File: config.mk
export PLATFORM = sky130hd
export DESIGN_NAME = cxl_protocol_engine
export DESIGN_NICKNAME = d
export VERILOG_FILES = /design/src/verilog/cxl_pkg.sv /design/src/verilog/cxl_rx_queue.sv /design/src/verilog/cxl_arbiter.sv /design/src/verilog/cxl_flit_builder.sv /design/src/verilog/cxl_fdi_tx.sv /design/src/verilog/cxl_protocol_engine.sv
export VERILOG_INCLUDE_DIRS = /design/src /design/src/verilog
export SDC_FILE = /design/constraint.sdc
export NUM_CORES = 2
export LEC_CHECK = 0
export BUFFER_PORTS_ARGS = -buffer_cell sky130_fd_sc_hd__buf_2
export CELL_PAD_IN_SITES_DETAIL_PLACEMENT = 2
export CELL_PAD_IN_SITES_GLOBAL_PLACEMENT = 2
export CORE_ASPECT_RATIO = 1.75
export CORE_MARGIN = 3
export CORE_UTILIZATION = 53
export DETAILED_ROUTE_END_ITERATION = 6
export GPL_ROUTABILITY_DRIVEN = 0
export PLACE_DENSITY_LB_ADDON = 0.1
export SETUP_SLACK_MARGIN = 0.4
export SKIP_LAST_GASP = 1
export SYNTH_ARGS = -nofsm -noshare
export SYNTH_HDL_FRONTEND = slang
export SYNTH_MEMORY_MAX_BITS = 65536
export SYNTH_SLANG_ARGS = --single-unit
export TNS_END_PERCENT = 50
File: constraint.sdc
create_clock -name clk -period 16.3 [get_ports clk]
set_input_delay 1.63 -clock clk [delete_from_list [all_inputs] [get_ports clk]]
set_output_delay 1.63 -clock clk [all_outputs]
set_load 0.01 [all_outputs]
File: src/verilog/cxl_defs.svh
`ifndef CXL_DEFS_SVH
`define CXL_DEFS_SVH

// Payload and header field widths
`define CXL_DATA_W  64
`define CXL_ADDR_W  32
`define CXL_TAG_W   16

// Receive queue, one slot always left open
`define RXQ_DEPTH   8
`define RXQ_PTR_W   3

// Flit queue toward FDI
`define TXQ_DEPTH   16
`define TXQ_PTR_W   4

`define FLIT_BYTES  (`CXL_DATA_W / 8)

`endif

File: src/verilog/cxl_pkg.sv
`include "cxl_defs.svh"

package cxl_pkg;

    typedef enum logic [1:0] {
        PROTO_IO    = 2'b00,
        PROTO_CACHE = 2'b01,
        PROTO_MEM   = 2'b10
    } proto_t;

    typedef enum logic [1:0] {
        MODE_IO    = 2'b00,
        MODE_CACHE = 2'b01,
        MODE_MEM   = 2'b10,
        MODE_ALL   = 2'b11
    } cxl_mode_t;

    typedef enum logic [5:0] {
        IO_MEM_READ      = 6'b000000,
        IO_MEM_WRITE     = 6'b000001,
        IO_CFG_READ      = 6'b000010,
        IO_CFG_WRITE     = 6'b000011,
        IO_COMPLETION    = 6'b000100,
        CACHE_SNOOP      = 6'b010000,
        CACHE_GO         = 6'b010001,
        CACHE_GO_ERR     = 6'b010010,
        CACHE_RSP_I      = 6'b010011,
        CACHE_RSP_S      = 6'b010100,
        CACHE_RSP_E      = 6'b010101,
        CACHE_RSP_M      = 6'b010110,
        CACHE_DATA       = 6'b010111,
        CACHE_DATA_E     = 6'b011000,
        CACHE_WRITEBACK  = 6'b011001,
        MEM_READ         = 6'b100000,
        MEM_WRITE        = 6'b100001,
        MEM_PARTIAL_WR   = 6'b100010,
        MEM_BI_READ      = 6'b100011,
        MEM_BI_WRITE     = 6'b100100,
        MEM_DATA         = 6'b100101,
        MEM_DATA_RESP    = 6'b100110,
        MEM_COMP         = 6'b100111
    } msg_type_t;

    typedef enum logic {
        FMT_68B  = 1'b0,
        FMT_256B = 1'b1
    } flit_fmt_t;

    typedef enum logic [1:0] {
        PH_IO    = 2'b00,
        PH_CACHE = 2'b01,
        PH_MEM   = 2'b10
    } arb_phase_t;

    typedef struct packed {
        logic [`CXL_DATA_W-1:0] data;
        logic [`CXL_ADDR_W-1:0] addr;
        logic [`CXL_TAG_W-1:0]  tag;
        logic [7:0]             length;
        msg_type_t              msg_type;
        logic [2:0]             prio;
    } cxl_txn_t;

    typedef struct packed {
        proto_t                proto;
        flit_fmt_t             fmt;
        logic [3:0]            prio;
        logic [`CXL_TAG_W-1:0] tag;
        msg_type_t             msg_type;
        logic [7:0]            length;
    } flit_hdr_t;

    typedef struct packed {
        flit_hdr_t              hdr;
        logic [`CXL_DATA_W-1:0] data;
    } cxl_flit_t;

endpackage

File: src/verilog/cxl_rx_queue.sv
`timescale 1ns/1ps
`include "cxl_defs.svh"

module cxl_rx_queue #(
    parameter cxl_pkg::proto_t PROTO = cxl_pkg::PROTO_IO
) (
    input  logic               clk,
    input  logic               rst_n,
    input  logic               engine_enable,
    input  cxl_pkg::cxl_mode_t cxl_mode,
    input  cxl_pkg::cxl_txn_t  rx_txn,
    input  logic               rx_valid,
    output logic               rx_ready,
    output cxl_pkg::cxl_txn_t  head,
    output logic               empty,
    input  logic               pop,
    output logic               full,
    output logic [31:0]        txn_count
);

    cxl_pkg::cxl_txn_t     slots [`RXQ_DEPTH];
    logic [`RXQ_PTR_W-1:0] wr_ptr, rd_ptr;
    logic [`RXQ_PTR_W-1:0] wr_ptr_nxt, rd_ptr_nxt;
    logic                  mode_ok, chan_en, accept, full_nxt;

    always_comb begin
        case (cxl_mode)
            cxl_pkg::MODE_IO:    mode_ok = (PROTO == cxl_pkg::PROTO_IO);
            cxl_pkg::MODE_CACHE: mode_ok = (PROTO == cxl_pkg::PROTO_CACHE);
            cxl_pkg::MODE_MEM:   mode_ok = (PROTO == cxl_pkg::PROTO_MEM);
            default:             mode_ok = 1'b1;
        endcase
    end

    assign chan_en = engine_enable && mode_ok;
    assign accept  = rx_valid && rx_ready;

    assign wr_ptr_nxt = wr_ptr + `RXQ_PTR_W'(accept);
    assign rd_ptr_nxt = rd_ptr + `RXQ_PTR_W'(pop);

    assign empty    = (wr_ptr == rd_ptr);
    assign full     = ((wr_ptr + 1'b1) == rd_ptr);
    assign full_nxt = ((wr_ptr_nxt + 1'b1) == rd_ptr_nxt); // Ready must see this edge's push
    assign head     = slots[rd_ptr];

    always_ff @(posedge clk) begin
        if (accept)
            slots[wr_ptr] <= rx_txn;
    end

    always_ff @(posedge clk or negedge rst_n) begin
        if (!rst_n) begin
            wr_ptr    <= '0;
            rd_ptr    <= '0;
            rx_ready  <= 1'b0;
            txn_count <= 32'h0;
        end else begin
            wr_ptr   <= wr_ptr_nxt;
            rd_ptr   <= rd_ptr_nxt;
            rx_ready <= chan_en && !full_nxt;
            if (accept)
                txn_count <= txn_count + 32'd1;
        end
    end

    // Builder must only pop a queue that holds data
    a_no_pop_empty: assert property (@(posedge clk) disable iff (!rst_n) pop |-> !empty);

endmodule

File: src/verilog/cxl_arbiter.sv
`timescale 1ns/1ps

module cxl_arbiter (
    input  logic            clk,
    input  logic            rst_n,
    input  logic            engine_enable,
    input  logic [3:0]      io_weight,
    input  logic [3:0]      cache_weight,
    input  logic [3:0]      mem_weight,
    input  logic            io_empty,
    input  logic            cache_empty,
    input  logic            mem_empty,
    output cxl_pkg::proto_t grant
);

    cxl_pkg::arb_phase_t phase, phase_nxt;
    cxl_pkg::proto_t     grant_nxt;
    logic                io_ok, cache_ok, mem_ok;

    // Zero weight masks a channel out entirely
    assign io_ok    = !io_empty && (io_weight != 4'h0);
    assign cache_ok = !cache_empty && (cache_weight != 4'h0);
    assign mem_ok   = !mem_empty && (mem_weight != 4'h0);

    always_comb begin
        grant_nxt = grant;   // Hold when nobody qualifies
        phase_nxt = cxl_pkg::PH_IO;
        case (phase)
            cxl_pkg::PH_IO: begin
                phase_nxt = cxl_pkg::PH_CACHE;
                if (io_ok)         grant_nxt = cxl_pkg::PROTO_IO;
                else if (cache_ok) grant_nxt = cxl_pkg::PROTO_CACHE;
                else if (mem_ok)   grant_nxt = cxl_pkg::PROTO_MEM;
            end
            cxl_pkg::PH_CACHE: begin
                phase_nxt = cxl_pkg::PH_MEM;
                if (cache_ok)      grant_nxt = cxl_pkg::PROTO_CACHE;
                else if (mem_ok)   grant_nxt = cxl_pkg::PROTO_MEM;
                else if (io_ok)    grant_nxt = cxl_pkg::PROTO_IO;
            end
            default: begin
                phase_nxt = cxl_pkg::PH_IO;
                if (mem_ok)        grant_nxt = cxl_pkg::PROTO_MEM;
                else if (io_ok)    grant_nxt = cxl_pkg::PROTO_IO;
                else if (cache_ok) grant_nxt = cxl_pkg::PROTO_CACHE;
            end
        endcase
    end

    always_ff @(posedge clk or negedge rst_n) begin
        if (!rst_n) begin
            phase <= cxl_pkg::PH_IO;
            grant <= cxl_pkg::PROTO_IO;
        end else if (engine_enable) begin
            phase <= phase_nxt;
            grant <= grant_nxt;
        end
    end

endmodule

File: src/verilog/cxl_flit_builder.sv
`timescale 1ns/1ps

module cxl_flit_builder (
    input  logic              clk,
    input  logic              rst_n,
    input  logic              engine_enable,
    input  logic              coherency_enable,
    input  cxl_pkg::proto_t   grant,
    input  cxl_pkg::cxl_txn_t io_head,
    input  cxl_pkg::cxl_txn_t cache_head,
    input  cxl_pkg::cxl_txn_t mem_head,
    input  logic              io_empty,
    input  logic              cache_empty,
    input  logic              mem_empty,
    output logic              io_pop,
    output logic              cache_pop,
    output logic              mem_pop,
    output cxl_pkg::cxl_flit_t flit,
    output logic              push,
    input  logic              tx_full,
    output logic [15:0]       coherency_state
);

    cxl_pkg::cxl_txn_t sel_txn;
    logic              sel_empty;

    always_comb begin
        case (grant)
            cxl_pkg::PROTO_CACHE: begin
                sel_txn   = cache_head;
                sel_empty = cache_empty;
            end
            cxl_pkg::PROTO_MEM: begin
                sel_txn   = mem_head;
                sel_empty = mem_empty;
            end
            default: begin
                sel_txn   = io_head;
                sel_empty = io_empty;
            end
        endcase
    end

    // At most one transaction popped and pushed per edge
    assign push      = engine_enable && !tx_full && !sel_empty;
    assign io_pop    = push && (grant == cxl_pkg::PROTO_IO);
    assign cache_pop = push && (grant == cxl_pkg::PROTO_CACHE);
    assign mem_pop   = push && (grant == cxl_pkg::PROTO_MEM);

    always_comb begin
        flit.hdr.proto    = grant;
        flit.hdr.fmt      = (grant == cxl_pkg::PROTO_IO) ? cxl_pkg::FMT_68B : cxl_pkg::FMT_256B;
        flit.hdr.prio     = {1'b0, sel_txn.prio};
        flit.hdr.tag      = sel_txn.tag;
        flit.hdr.msg_type = sel_txn.msg_type;
        flit.hdr.length   = sel_txn.length;
        flit.data         = sel_txn.data;
    end

    // One nibble per cache response state
    always_ff @(posedge clk or negedge rst_n) begin
        if (!rst_n) begin
            coherency_state <= 16'h0;
        end else if (cache_pop && coherency_enable) begin
            case (sel_txn.msg_type)
                cxl_pkg::CACHE_RSP_I: coherency_state[3:0]   <= 4'b0001;
                cxl_pkg::CACHE_RSP_S: coherency_state[7:4]   <= 4'b0010;
                cxl_pkg::CACHE_RSP_E: coherency_state[11:8]  <= 4'b0100;
                cxl_pkg::CACHE_RSP_M: coherency_state[15:12] <= 4'b1000;
                default: ;
            endcase
        end
    end

    // Every pushed flit pops exactly one receive queue
    a_one_pop: assert property (@(posedge clk) disable iff (!rst_n)
        push |-> $onehot({io_pop, cache_pop, mem_pop}));

endmodule

File: src/verilog/cxl_fdi_tx.sv
`timescale 1ns/1ps
`include "cxl_defs.svh"

module cxl_fdi_tx (
    input  logic               clk,
    input  logic               rst_n,
    input  logic               engine_enable,
    input  cxl_pkg::cxl_flit_t flit,
    input  logic               push,
    output logic               tx_full,
    output cxl_pkg::cxl_flit_t fdi_tx_flit,
    output logic               fdi_tx_valid,
    input  logic               fdi_tx_ready,
    output logic [31:0]        bytes_sent
);

    cxl_pkg::cxl_flit_t    slots [`TXQ_DEPTH];
    logic [`TXQ_PTR_W-1:0] wr_ptr, rd_ptr;
    logic                  empty, drain;

    assign empty   = (wr_ptr == rd_ptr);
    assign tx_full = ((wr_ptr + 1'b1) == rd_ptr);
    assign drain   = engine_enable && !empty && fdi_tx_ready;

    always_ff @(posedge clk) begin
        if (push)
            slots[wr_ptr] <= flit;
        if (drain)
            fdi_tx_flit <= slots[rd_ptr];  // Output payload, held between strobes
    end

    always_ff @(posedge clk or negedge rst_n) begin
        if (!rst_n) begin
            wr_ptr       <= '0;
            rd_ptr       <= '0;
            fdi_tx_valid <= 1'b0;
            bytes_sent   <= 32'h0;
        end else begin
            if (push)
                wr_ptr <= wr_ptr + 1'b1;
            fdi_tx_valid <= drain;  // Strobe, one cycle per flit
            if (drain) begin
                rd_ptr     <= rd_ptr + 1'b1;
                bytes_sent <= bytes_sent + 32'(`FLIT_BYTES);
            end
        end
    end

    // Builder stalls on tx_full
    a_no_push_full: assert property (@(posedge clk) disable iff (!rst_n) push |-> !tx_full);

endmodule

File: src/verilog/cxl_protocol_engine.sv
`timescale 1ns/1ps

module cxl_protocol_engine (
    input  logic               clk,
    input  logic               rst_n,
    input  logic               engine_enable,
    input  cxl_pkg::cxl_mode_t cxl_mode,
    input  logic               coherency_enable,
    input  cxl_pkg::cxl_txn_t  io_rx_txn,
    input  logic               io_rx_valid,
    output logic               io_rx_ready,
    input  cxl_pkg::cxl_txn_t  cache_rx_txn,
    input  logic               cache_rx_valid,
    output logic               cache_rx_ready,
    input  cxl_pkg::cxl_txn_t  mem_rx_txn,
    input  logic               mem_rx_valid,
    output logic               mem_rx_ready,
    input  logic [3:0]         io_weight,
    input  logic [3:0]         cache_weight,
    input  logic [3:0]         mem_weight,
    output cxl_pkg::cxl_flit_t fdi_tx_flit,
    output logic               fdi_tx_valid,
    input  logic               fdi_tx_ready,
    output cxl_pkg::proto_t    active_protocol,
    output logic [15:0]        cache_coherency_state,
    output logic [31:0]        io_transactions,
    output logic [31:0]        cache_transactions,
    output logic [31:0]        mem_transactions,
    output logic [31:0]        total_bytes_transferred,
    output logic               protocol_error
);

    cxl_pkg::cxl_txn_t  io_head, cache_head, mem_head;
    cxl_pkg::cxl_flit_t flit;
    logic io_empty, cache_empty, mem_empty;
    logic io_pop, cache_pop, mem_pop;
    logic io_full, cache_full, mem_full;
    logic push, tx_full;

    cxl_rx_queue #(.PROTO(cxl_pkg::PROTO_IO)) i_io_rxq (
        .clk, .rst_n, .engine_enable, .cxl_mode,
        .rx_txn(io_rx_txn), .rx_valid(io_rx_valid), .rx_ready(io_rx_ready),
        .head(io_head), .empty(io_empty), .pop(io_pop), .full(io_full),
        .txn_count(io_transactions)
    );

    cxl_rx_queue #(.PROTO(cxl_pkg::PROTO_CACHE)) i_cache_rxq (
        .clk, .rst_n, .engine_enable, .cxl_mode,
        .rx_txn(cache_rx_txn), .rx_valid(cache_rx_valid), .rx_ready(cache_rx_ready),
        .head(cache_head), .empty(cache_empty), .pop(cache_pop), .full(cache_full),
        .txn_count(cache_transactions)
    );

    cxl_rx_queue #(.PROTO(cxl_pkg::PROTO_MEM)) i_mem_rxq (
        .clk, .rst_n, .engine_enable, .cxl_mode,
        .rx_txn(mem_rx_txn), .rx_valid(mem_rx_valid), .rx_ready(mem_rx_ready),
        .head(mem_head), .empty(mem_empty), .pop(mem_pop), .full(mem_full),
        .txn_count(mem_transactions)
    );

    cxl_arbiter i_arbiter (
        .clk, .rst_n, .engine_enable,
        .io_weight, .cache_weight, .mem_weight,
        .io_empty, .cache_empty, .mem_empty,
        .grant(active_protocol)
    );

    cxl_flit_builder i_flit_builder (
        .clk, .rst_n, .engine_enable, .coherency_enable,
        .grant(active_protocol),
        .io_head, .cache_head, .mem_head,
        .io_empty, .cache_empty, .mem_empty,
        .io_pop, .cache_pop, .mem_pop,
        .flit, .push, .tx_full,
        .coherency_state(cache_coherency_state)
    );

    cxl_fdi_tx i_fdi_tx (
        .clk, .rst_n, .engine_enable,
        .flit, .push, .tx_full,
        .fdi_tx_flit, .fdi_tx_valid, .fdi_tx_ready,
        .bytes_sent(total_bytes_transferred)
    );

    assign protocol_error = |{io_full, cache_full, mem_full};  // Level, no state

endmodule

==> results of run 1 <==
stage by stage:
step / setup slack [ns] / hold slack, ns / instances / area [um2]
3_3_place_gp: 10.10 / 0.452 / 11100 / 168000
2_1_floorplan: 4.56 / 0.476 / 6777 / 159000
kinds of logic after synthesis:
kind of cell / count (synthesis) / share of synthesized area, %
simple gates: 402 / 1.36
xor+xnor: 167 / 0.918
mux: 1283 / 16.7
buf+inv: 379 / 1.04
flops: 4191 / 78.4
compound gates: 306 / 1.30
fa+ha+maj: 33 / 0.259
other cells: 1 / 0.00235
==> results.md, run 1 <==
- The flow did not finish.
- The flow halted during detailed placement (3_5_place_dp).
- The first error in the log reads "[ERROR DPL-0033] detailed placement checks failed during check placement".
- The count of yosys warnings during synthesis is 0.
- The cell type contributing the most total cell area after synthesis is edfxtp_1.
- between 600 and 700 I/O pins were placed.
- The floorplan step set the die height to between 700 and 800 um.
- Row generation in the floorplan step produced 265 rows.
- Counting instances in the post-synthesis netlist gives the leading cell types as edfxtp_1 (4028), mux4_2 (1079), mux2_2 (187).
- The synthesized netlist occupies a cell area of about 160000 um2.
- For this configuration, the core starts out at a cell density of between 50% and 60%.
- Yosys instantiated no cell more often than edfxtp_1.
- The number of distinct library cell variants in the gate-level netlist after synthesis is 56.
- The average cell area after synthesis is between 20 and 25 um2.
- Once detailed placement completed, the half-perimeter wirelength came to 326 mm.
- In the post-synthesis netlist, the biggest area contributors are edfxtp_1 (76%), mux4_2 (15%), dfrtp_1 (2.6%).
- The sequential share of the synthesized area is 78.4%.
- The count of input and output buffers is 548.
- The synthesized design contains about 4200 register bits.
- Synthesis produced a netlist whose cell count is roughly 6800.
- Counting flops with a built-in enable in the synthesized netlist gives a little over 4000.
- The x dimension of the die is 421 um.
- Counting flops with an async set or reset pin after synthesis yields a share of slightly below 4%.
- The most frequently used flop master after synthesis is edfxtp_1.
- The area share of the largest cell type after synthesis is around three quarters.
==> run 2, diff against run 1 <==
CELL_PAD_IN_SITES_DETAIL_PLACEMENT = unset   (was 2)
CELL_PAD_IN_SITES_GLOBAL_PLACEMENT = unset   (was 2)
CORE_ASPECT_RATIO = unset   (was 1.75)
CORE_UTILIZATION = 40   (was 53)
PLACE_DENSITY_LB_ADDON = 0.15   (was 0.1)
SETUP_SLACK_MARGIN = unset   (was 0.4)
==> run 2 against run 1 <==
Compared with the run above:
- the run now ends clean
- synthesized cell count did not move
- area after synthesis stayed put
==> results.md, run 2 <==
- The proportion of register bits with asynchronous set or reset after synthesis is 3.89%.
- Once detail routing completed, the nets flagged for antenna violations numbered 0.
- For this block, the via count after detailed routing is 73500.
- Entering global routing, the biggest net connects roughly 150 pins.
- Dividing the final minimum period by the clock period gives about two fifths.
- The signal on the critical path passes through buf_4 -> inv_1 -> ha_4 -> o41ai_1 -> a221oi_1 -> and2_1 -> nand2_1 -> nor2_4 -> buf_4 -> buf_4 -> buf_4.
- The number of clock sinks is between 4000 and 5000.
- The detailed-route wire length is about 420 mm.
- The sequential share of the synthesized area is just under 80%.
- The register with the most flip-flops is i_fdi_tx.slots.
- The sum of overflow across all layers after global routing is 0.
- The endpoint arrival time on the critical path is around 7 ns.
- The buffer levels on the longest clock path is 4.
- Along the worst hold path, the cell count comes to 1.
- The worst-case vdd ir drop is between 0.0002 and 0.00025 V.
- The die is 637 um tall.
- The cell count after synthesis is 6762.
- The tool flagged a number of max-cap violations equal to 0.
- Counting flops and latches in the post-synthesis netlist gives approximately 4200.
- After synthesis, the largest area contributor takes up around three quarters of total cell area.
- The endpoint kind of the worst setup timing path is a register.
- The first global-routing pass estimated between 500 and 600 mm of wire.
- The number of standard-cell rows in the floorplan is between 200 and 250.
- The x dimension of the die is 637 um.
- The type of the tightest min-delay check is register to register.
- The average cell area after synthesis is around 24 um2.
- The final hold violation count is 0.
- The TritonCTS buffer count is 443.
- The net count of the finished layout is approximately 8100.
- The maximum level of the CTS H-tree is 5.
- In this run, the number of DRC markers left after iteration 0 of detailed routing was roughly 6600.
- Once the clock tree was built, the resizer swapped 0 gates to a different size.
- By startpoint and endpoint, the worst setup path is classified as register to register.
- In the routed layout, each cell is associated on average with a via count of about 5.5.
- Setup repair after global routing left no endpoint under its margin.
- After synthesis, the netlist uses between 50 and 60 different library cells.
- The transition at the pin with the smallest max-transition slack is 1.43 ns.
- TritonCTS built the clock tree.
- The data required time at the worst endpoint is 16.86 ns.
- For this run, design rule violations remaining after detail routing come to 0.
- The synthesized design contains 4028 enable-type register cells.
- Hold timing on the final database bottoms out at a slack of between 0.4 and 0.5 ns.
- The clock network latency to the later pin of the worst-skew pair is 0.99 ns.
- Cells fill 46.4% of the core in the end.
- The worst min-delay path endpoint is i_fdi_tx.bytes_sent[31].
- Headroom to the max-slew limit came out at 4.42%.
- The reg-to-reg critical path startpoint is i_arbiter.grant[0].
- Once the clock tree was built, the setup fixing pass inserted 0 buffers.
- For the finished layout, the period the worst path requires is approximately 6.5 ns.
- The number of optimization iterations in the first detailed-route pass is 5.
- The finished layout holds between 10000 and 15000 standard cells, fillers aside.
- Along the worst path, the maximum fanout reaches 63.
- The register with the most flip-flops in the layout has 1600 of them.
- Once placement completed, the tool counted placed cells totaling 12400.
- The worst register-to-register path has a depth of 11.
- Compared with the post-synthesis result, the final layout area differs by 15.4%.
- Yosys instantiated no cell more often than edfxtp_1.
- The count of input and output buffers is 548.
- The maximum clock frequency is roughly 150 MHz.
- Of all cell types, the one taking the most synthesized area is edfxtp_1.
- The routed length per instance is between 30 and 40 um.
- Hold repair after CTS inserted 0 buffers.
- Setup violations remaining at the end of the flow were counted as 0.
- The number of global-route vias before repair is 77000.
- The total die area is 406000 um2.
- The buffer type at the clock tree root is clkbuf_16.
- STA classifies the critical path startpoint as a register.
- The share of cells above drive strength 1 is roughly a third.
- In this run the standard cell core region covers just under 400000 um2.
- The initial core utilization is between 40% and 50%.
- Summed over all nets, the half-perimeter wirelength after detailed placement is between 200 and 250 mm.
- The most numerous cell type found on the critical path is buf_4.
- On the final layout, the worst clock skew is 0.0846 ns.
- After synthesis, the cell types taking the most area are edfxtp_1 (76%), mux4_2 (15%), dfrtp_1 (2.6%).
- The endpoint identified for the worst register-to-register timing path is i_fdi_tx.slots[5][12].
- Summing every instance area after synthesis gives between 150000 and 200000 um2.
- The aggregate global-route resource usage is roughly 21%.
- The post-place instance area is about 170000 um2.
- The critical path's top delay family is buffers and inverters.
- The count of yosys warnings during synthesis is 0.
- For this run, the slowest stage of the critical path takes around 1.1 ns.
- After clock tree synthesis, the clock-pin slew on the worst setup and hold paths is 0.06 ns.
- The final-report max-slew violation count is 0.
- The worst min-delay path startpoint is i_fdi_tx.bytes_sent[31].
- The analysis attributes to cell leakage a power of about 59 nW.
- The most frequently used flop master after synthesis is edfxtp_1.
- The flow ran to the end, and the final reports show no timing, DRC or antenna violations.
- Adding up every negative setup slack in the final design gives 0 ns.
- ~660 I/O pins were placed.
- The initial antenna violation count came to approximately 190.
- The most frequent standard cell in the layout excluding fill and tap cells is edfxtp_1.
- Leaving out fill and tap cells, the most frequent cells in the layout are edfxtp_1 (4028), mux4_2 (1079), buf_2 (547).
- Power spread over the standard cell area amounts to 196 nW/um2.
- After filler insertion, the fill cell instance count of the layout stands at roughly 33000.
- By count the netlist is led by edfxtp_1 (4028), mux4_2 (1079), mux2_2 (187).
- The library cell contributing the largest single delay on the critical path is a221oi_1.
- Together, buffers and inverters on the worst path number 5.
- The setup check on the worst reg-to-reg path leaves a slack of 9.78 ns.
- The finished cells cover around 180000 um2.
==> run 2: area by class of cell <==
type	count	area [um2]	area share, %
Antenna cell	47	118	0.0640
Clock buffer	565	11900	6.45
Clock inverter	256	2370	1.29
Inverter	24	90.1	0.0490
Multi-Input combinational cell	2207	33200	18.0
Sequential cell	4191	125000	68.0
Tap cell	5242	6560	3.57
Timing Repair Buffer	775	4660	2.53
==> run 2: metal layers <==
layer	global-route usage, %	wire length, um
met3	3.73	24500
met5	0	462
met1	28.2	176000
met4	3.79	7940
met2	35.0	213000
==> run 2: how the worst max path moves through the flow <==
| stage | startpoint | end | slack, ns | cells past startpoint |
|---|---|---|---|---|
| after detailed placement | i_arbiter.grant[0] | i_fdi_tx.slots[5][39] | 9.73 | 11 |
| after global placement | i_arbiter.grant[0] | i_fdi_tx.slots[5][19] | 9.72 | 11 |
| after CTS | i_arbiter.grant[0] | i_fdi_tx.slots[5][12] | 9.68 | 11 |
| after global routing | i_arbiter.grant[0] | i_fdi_tx.slots[5][12] | 9.50 | 11 |
| final | i_arbiter.grant[0] | i_fdi_tx.slots[5][12] | 9.78 | 11 |
| after floorplan | io_rx_valid | i_io_rxq.slots[0][0] | 4.56 | 2 |
==> run 2: per-stage QoR <==
stage               setup slack, ns  total power [mW]
floorplan                      4.56              21.9
global placement               9.72              26.4
detailed placement             9.73              26.7
CTS                            9.68              36.5
global route                   9.50              37.5
finish                         9.78              36.0
==> run 2: where the power goes <==
part           switching [mW]  total (mW)  internal (mW)
Combinational            6.78        10.8           4.07
Sequential              0.615        15.3           14.7
Clock                    4.17        9.81           5.64
Total                    11.6        36.0           24.4
==> run 2: cell families (layout without fill, tap and decap cells) <==
group | after synthesis | count (layout) | synth area share (%)
flip-flops | 4191 | 4191 | 78.4
multiplexers | 1283 | 1283 | 16.7
AND/OR/NAND/NOR | 402 | 402 | 1.36
buffers and inverters | 379 | 1620 | 1.04
AO/OA/AOI/OAI | 306 | 306 | 1.30
XOR/XNOR | 167 | 167 | 0.918
adder cells (fa/ha/maj) | 33 | 33 | 0.259
other | 1 | 63 | 0.00235
Power figures use the tool's default switching activity.
